`src/design/bpu_pkg.sv`:
```
`default_nettype none

package bpu_pkg;

    localparam int XLEN             = 32;
    localparam int HIST_LEN         = 16;
    localparam int TAG_WIDTH        = 10;
    localparam int PARTIAL_TAG_BITS = 6;  // upper tag bits used for a hit
    localparam int BTB_TAG_WIDTH    = 22;

    typedef logic [XLEN-1:0]     xlen_t;
    typedef logic [HIST_LEN-1:0] hist_t;
    typedef logic [1:0]          ctr_t;

    localparam ctr_t CTR_STRONG_NT = 2'b00;
    localparam ctr_t CTR_WEAK_NT   = 2'b01;
    localparam ctr_t CTR_WEAK_T    = 2'b10;
    localparam ctr_t CTR_STRONG_T  = 2'b11;

    typedef enum logic [6:0] {
        op_branch = 7'b1100011,
        op_jal    = 7'b1101111,
        op_jalr   = 7'b1100111
    } opcode_e;

    typedef enum logic [1:0] {
        prov_bimodal,
        prov_t0,
        prov_t1
    } provider_e;

    // jalr through ra or t0 counts as a return
    function automatic logic is_return(input xlen_t inst);
        return (inst[6:0] == op_jalr) && ((inst[19:15] == 5'd1) || (inst[19:15] == 5'd5));
    endfunction

    // saturating step toward the outcome
    function automatic ctr_t ctr_next(input ctr_t c, input logic taken);
        if (taken)
            return (c == CTR_STRONG_T) ? c : c + 2'd1;
        return (c == CTR_STRONG_NT) ? c : c - 2'd1;
    endfunction

endpackage

`default_nettype wire

```
`src/design/return_stack.sv`:
```
`default_nettype none

module return_stack #(
    parameter int DEPTH = 64
) (
    input  wire            clk,
    input  wire            rst,
    input  wire            push_i,
    input  bpu_pkg::xlen_t push_data_i,
    input  wire            pop_i,
    output bpu_pkg::xlen_t top_o,
    output logic           empty_o
);
    import bpu_pkg::*;

    localparam int PTR_W = $clog2(DEPTH) + 1;  // one extra bit to hold DEPTH

    xlen_t            stack_q [DEPTH];
    logic [PTR_W-1:0] sp_q;      // next free slot
    logic [PTR_W-1:0] sp_pop;
    logic [PTR_W-2:0] top_idx;
    logic             pop_ok, push_ok;

    // pop first, then push lands on the freed slot
    assign pop_ok  = pop_i && (sp_q != '0);
    assign sp_pop  = pop_ok ? sp_q - 1'b1 : sp_q;
    assign push_ok = push_i && (sp_pop < PTR_W'(DEPTH));  // full stack drops the push

    assign top_idx = sp_q[PTR_W-2:0] - 1'b1;
    assign top_o   = stack_q[top_idx];
    assign empty_o = (sp_q == '0);

    always_ff @(posedge clk or posedge rst) begin
        if (rst)
            sp_q <= '0;
        else
            sp_q <= push_ok ? sp_pop + 1'b1 : sp_pop;
    end

    always_ff @(posedge clk) begin
        if (push_ok)
            stack_q[sp_pop[PTR_W-2:0]] <= push_data_i;
    end

endmodule

`default_nettype wire

```
`config.mk`:
```
export PLATFORM = sky130hd
export DESIGN_NAME = return_stack
export DESIGN_NICKNAME = d
export VERILOG_FILES = /design/src/design/bpu_pkg.sv /design/src/design/return_stack.sv
export SDC_FILE = /design/constraint.sdc
export NUM_CORES = 2
export LEC_CHECK = 0
export BUFFER_PORTS_ARGS = -buffer_cell sky130_fd_sc_hd__buf_2
export CAP_MARGIN = 20
export CORE_ASPECT_RATIO = 0.9
export CORE_MARGIN = 2
export CORE_UTILIZATION = 50
export DETAILED_ROUTE_END_ITERATION = 7
export GPL_TIMING_DRIVEN = 0
export PLACE_DENSITY = 0.75
export SYNTH_ARGS = -nofsm -noshare
export SYNTH_HDL_FRONTEND = slang
export SYNTH_SLANG_ARGS = --single-unit
```
`constraint.sdc`:
```
create_clock -name clk -period 4.9 [get_ports clk]
set_clock_uncertainty 0.1 [all_clocks]
set_input_delay 0.49 -clock clk [delete_from_list [all_inputs] [get_ports clk]]
set_output_delay 0.49 -clock clk [all_outputs]
set_load 0.05 [all_outputs]
```
### Word-level counts from Yosys, hierarchy flattened

Memories as Yosys holds them, arrays and structs flattened.
Index checks and enable logic that the tools add are counted.

| operators by class | value |
|---|---|
| reduce and logical (&&, ||, !) cells | 4 |
| muxes and demuxes | 4 |
| add/sub/neg operators | 3 |
| $lt $le $gt $ge | 1 |

Operator list:

| cell | count |
|---|---|
| 7-bit two-way mux | 2 |
| 7-bit by 1-bit adder with 7-bit output (second input constant) | 1 |
| 7-bit zero test | 1 |
| 7-bit less-than comparator (second input constant) | 1 |
| 7-bit nonzero test | 1 |
| 7-bit by 1-bit subtractor with 7-bit output (second input constant) | 1 |
| 6-bit by 1-bit subtractor with 6-bit output (second input constant) | 1 |
| 1-bit logical AND | 2 |
| 1-bit two-way mux | 2 |

| storage, ports and cells | value |
|---|---|
| word-level logic and storage cells | 14 |
| register bits | 7 |
| bits of input ports | 36 |
| memories kept | 1 |
| output and inout port bits | 33 |
| memory bits (writable) | 2,048 |

Memory list:

| name | words | width | rd ports | clocked after Yosys merged registers in | write ports | line | source |
|---|---|---|---|---|---|---|---|
| stack_q | 64 | 32 | 1 | 0 | 1 | return_stack.sv:18 | `xlen_t stack_q [DEPTH];` |

### Longest topological paths before layout

| depth | value |
|---|---|
| word-level depth | 7 |
| gate-level depth with buffers | 13 |

### Least setup slack after synthesis

Ideal clock, no wire load.

| path | value |
|---|---|
| path type | register -> register |
| from | register sp_q[0] |
| to | memory stack_q[26][0] in the netlist's numbering (enable) |
| required time | 4.379 ns |
| arrival | 3.802 ns |
| path buffers | 3 |
| stages on the path, launching flop included | 11 |
| slack | 0.577 ns |
| cells stage by stage | dfrtp_1 -> buf_6 -> buf_6 -> inv_1 -> ha_1 -> or3b_1 -> buf_4 -> o21ai_4 -> mux2i_4 -> nand4_1 -> nor2_1 |

| on the way | value |
|---|---|
| cells in the longest elaborated chain, start to end | 7 |

RTL lines:

| item | line | source |
|---|---|---|
| start, declared | return_stack.sv:19 | `logic [PTR_W-1:0] sp_q;` |
| start signal, assigned | return_stack.sv:37 | `sp_q <= push_ok ? sp_pop + 1'b1 : sp_pop;` |
| parallel branches: the longest is 2 deep, another holds 7-bit by 1-bit subtractor with 7-bit output | - |  |
| 7-bit two-way mux * | return_stack.sv:26 | `assign sp_pop = pop_ok ? sp_q - 1'b1 : sp_q;` |
| 7-bit less-than comparator | return_stack.sv:27 | `assign push_ok = push_i && (sp_pop < PTR_W'(DEPTH));` |
| 1-bit logical AND | return_stack.sv:27 |  |
| 1-bit two-way mux | return_stack.sv:41 | `if (push_ok)` |
| 1-bit two-way mux (not written as such) | return_stack.sv:42 | `stack_q[sp_pop[PTR_W-2:0]] <= push_data_i;` |
| end, declared | return_stack.sv:18 |  |

Every way passes the cells marked *.

### Worst setup path after layout

| path | value |
|---|---|
| from | register sp_q[0] |
| to | output port top_o[9] |

| on the way | value |
|---|---|
| cells in the longest elaborated chain, start to end | 2 |

RTL lines:

| item | line | source |
|---|---|---|
| 6-bit by 1-bit subtractor with 6-bit output | return_stack.sv:29 | `assign top_idx = sp_q[PTR_W-2:0] - 1'b1;` |
| memory read 64 x 32 bit | - |  |
| end, declared | return_stack.sv:11 | `output bpu_pkg::xlen_t top_o,` |

No other way between the ends.

==> metrics.cfg <==
[status]
status=finished, violations left
violations=negative setup slack

[floorplan]
die_h_um=380
io_pins=69
rows=137
core_area_mm2=0.155
dieArea_mm2=0.160
initial_core_util=0.505
die_w_um=422

[hold_path]
holdCritStartpoint=push_data_i[1]
hold_path_class=in2reg
min_to=stack_q[1][1]$_DFFE_PP_
min_path_cells=1

[critical_path]
cpPeakStageDelay_ns=0.69
worstRegToRegCells=11
end_kind=output port
reg2reg_slack_ns=0.07
slowest_stage=a22oi_2
worst-path-max-fanout=10
crit_required_ns=4.31
reg2reg_from=sp_q[0]$_DFF_PP0_
critPathLaunchType=flip-flop
worstReg2RegEnd=stack_q[50][8]$_DFFE_PP_
arrival_ns=4.52
cp_cell_sequence=buf_6 > buf_12 > clkinvlp_4 > ha_4 > buf_8 > clkbuf_8 > clkbuf_8 > mux4_2 > mux4_2 > a22oi_2 > nand2_1 > buf_2
path_class=reg2out

[logic_synthesis]
synth-async-reset-ratio=0.00341
ys_warn_count=0
synthFlopType=edfxtp_1
seq_area_frac_synth=0.786
synth_cells=3131
ys_ff_latch=2055
syn_area_mm2=0.0785
syn-num-nets=3169
synth.distinct_cells=55
synth_edf_count=2048
synth_area_per_cell_um2=25.1

[timing]
setup_viol_count_final=23
hold_violations=0
slew_headroom=0.228
setup_ws_ns=-0.207
rsz0062_at_grt=yes
fmax_ghz=0.196
tightest_slew_ns=1.15
timing.hold.ws_ns=0.0240
slew_viol_final=0
fin_crit_sh=1.04
fin_crit_ns=5.11

[grt]
grt.total_usage=0.254
grt_pass1_wl_mm=286
first_global_vias=37600
grt_overflow_total=0
antenna_found_initial=11
grt_max_degree=65

[detailed_routing]
vias_per_cell=6.54
drt_iter0_markers=6201
num_vias=37700
ant_nets=0
firstDrtPassIters=6
detail_route.wl_per_cell_um=35.4
post-route-drc-count=0
wl_mm=204

[clock_network]
cts_buffers=195
h-tree-depth=4
clockBufferDepth=3
clkLatencyLatePin_ns=0.81
clk_pin_slew_ns=0.06
cts-root-buf=clkbuf_16
clock-sinks=2055
tritoncts=yes

[placed_design]
port_buffers=66
gp_congestion=1.09
dp_hpwl_mm=125

[job]
max-cap-violations=0

[power]
power.total_w=0.0624
p_per_area_mw_per_mm2=685
vdd_drop_max_uv=1370
p_leak_nw=28.2

[cells_and_area]
areaGrowthSynthToFinish_pct=15.9
post-route-util=0.585
layout-drive-gt1-share=0.370
layout.nets=3554

-- per-stage QoR --
step                cells  area (µm²)  setup TNS, ns  worst slack, ns
floorplan            3131       78500              0            0.577
global placement     5282       81500       -2430.80            -1.55
detailed placement   5363       83800         -20.52           -0.892
CTS                  5724       90400        -0.0472          -0.0320
global route         5756       91000         -0.950           -0.145
finish               5759       91000          -1.38           -0.207
-- flip-flops by register name (all words and copies together), names as in the netlist --
name     count
sp_q         7
stack_q   2048
-- critical path, delay by kind of cell, from the launching register on --
kind	cells	cell delay, ns
AOI/OAI and AO/OA	1	0.69
muxes	2	0.90
adders and majority gates	1	0.31
and+or+nand+nor	1	0.18
buffers and inverters	7	1.23
DFF	1	0.35
-- repair_timing --
| item | in CTS | in global routing |
|---|---|---|
| gates resized for setup | 204 | 53 |
| pin swaps | 22 | 17 |
| endpoints found under the setup margin | 200 | 43 |
| hold buffers | 3 | 5 |
| setup buffers | 5 | 9 |
| gates cloned | 2 | 0 |
| hold endpoints to repair | 40 | 54 |
-- synthesized netlist by cell type (all sizes together) (3+ instances only) --
master  instances  share of area
or3             3        0.00024
nand4           7        0.00056
inv             5        0.00024
buf            96         0.0066
edfxtp       2048           0.78
nand3           5        0.00048
mux4          640           0.18
o22ai           3        0.00024
nand2          48         0.0023
a22oi          64         0.0061
a31oi           3        0.00032
o21ai           5        0.00046
xnor2          14         0.0016
o211ai          5        0.00072
clkbuf         70         0.0033
nor2           76         0.0037
dfrtp           7         0.0022
-- cells by family (layout without fill, tap and decap cells) --
family                   Yosys count  in the layout  synth area share
AO/OA/AOI/OAI                     90             90           0.00907
multiplexers                     643            643             0.184
adder cells (fa/ha/maj)            2              2          0.000319
XOR/XNOR                          15             15           0.00167
AND/OR/NAND/NOR                  155            155           0.00910
buffers and inverters            171            710            0.0102
flip-flops                      2055           2055             0.786
other                              0              4                 0
-- how the worst max path moves through the flow --
stage	start	endpoint	slack (ns)	cells past startpoint
after floorplan	sp_q[0]$_DFF_PP0_	stack_q[26][0]$_DFFE_PP_	0.58	10
after global placement	sp_q[0]$_DFF_PP0_	stack_q[50][8]$_DFFE_PP_	-1.55	10
after detailed placement	sp_q[0]$_DFF_PP0_	top_o[15]	-0.89	13
after CTS	sp_q[0]$_DFF_PP0_	top_o[13]	-0.03	13
after global routing	sp_q[0]$_DFF_PP0_	top_o[9]	-0.14	12
final	sp_q[0]$_DFF_PP0_	top_o[9]	-0.21	12
-- cell usage in the layout, fill, tap and decap left out, drive strengths merged, types with 2 or more instances in the layout --
| master | instances |
|---|---|
| mux2i | 2 |
| edfxtp | 2048 |
| a31oi | 3 |
| mux4 | 640 |
| ha | 2 |
| dfrtp | 7 |
| clkbuf | 303 |
| or3 | 3 |
| diode | 4 |
| a41oi | 2 |
| xnor2 | 14 |
| clkinvlp | 3 |
| inv | 13 |
| nor3 | 2 |
| o211ai | 5 |
| nand2 | 48 |
| buf | 279 |
| o32a | 2 |
| nand4 | 7 |
| dlygate4sd3 | 8 |
| nand3b | 2 |
| nor2 | 76 |
| nor2b | 2 |
| a22oi | 64 |
| clkinv | 94 |
| bufinv | 9 |
| o22ai | 3 |
| o21ai | 5 |
| nand3 | 5 |
-- final cells by class --
cell class / count / area [µm²]
antenna: 4 / 10.0
buffer: 165 / 1260
clock buffer: 237 / 5100
clock inverter: 114 / 821
fill: 10400 / 64500
inverter: 5 / 22.5
multi-input combinational: 905 / 16700
sequential: 2055 / 61700
tap: 2085 / 2610
timing repair buffer: 189 / 2810
-- power breakdown --
| part | switching, W | internal [W] | leakage (nW) |
|---|---|---|---|
| registers | 0.000151 | 0.0200 | 18.5 |
| clock network | 0.00637 | 0.00786 | 2.92 |
| logic | 0.0170 | 0.0110 | 6.79 |
| total | 0.0235 | 0.0389 | 28.2 |
-- layer usage --
layer / global-route usage / part of all wire / vias up
met5: 0 / 0.00040 / -
met4: 0.0994 / 0.044 / 6
met3: 0.0645 / 0.11 / 391
met2: 0.402 / 0.48 / 2847
met1: 0.343 / 0.36 / 20000
li1: - / - / 14500
Power figures use the tool's default switching activity.
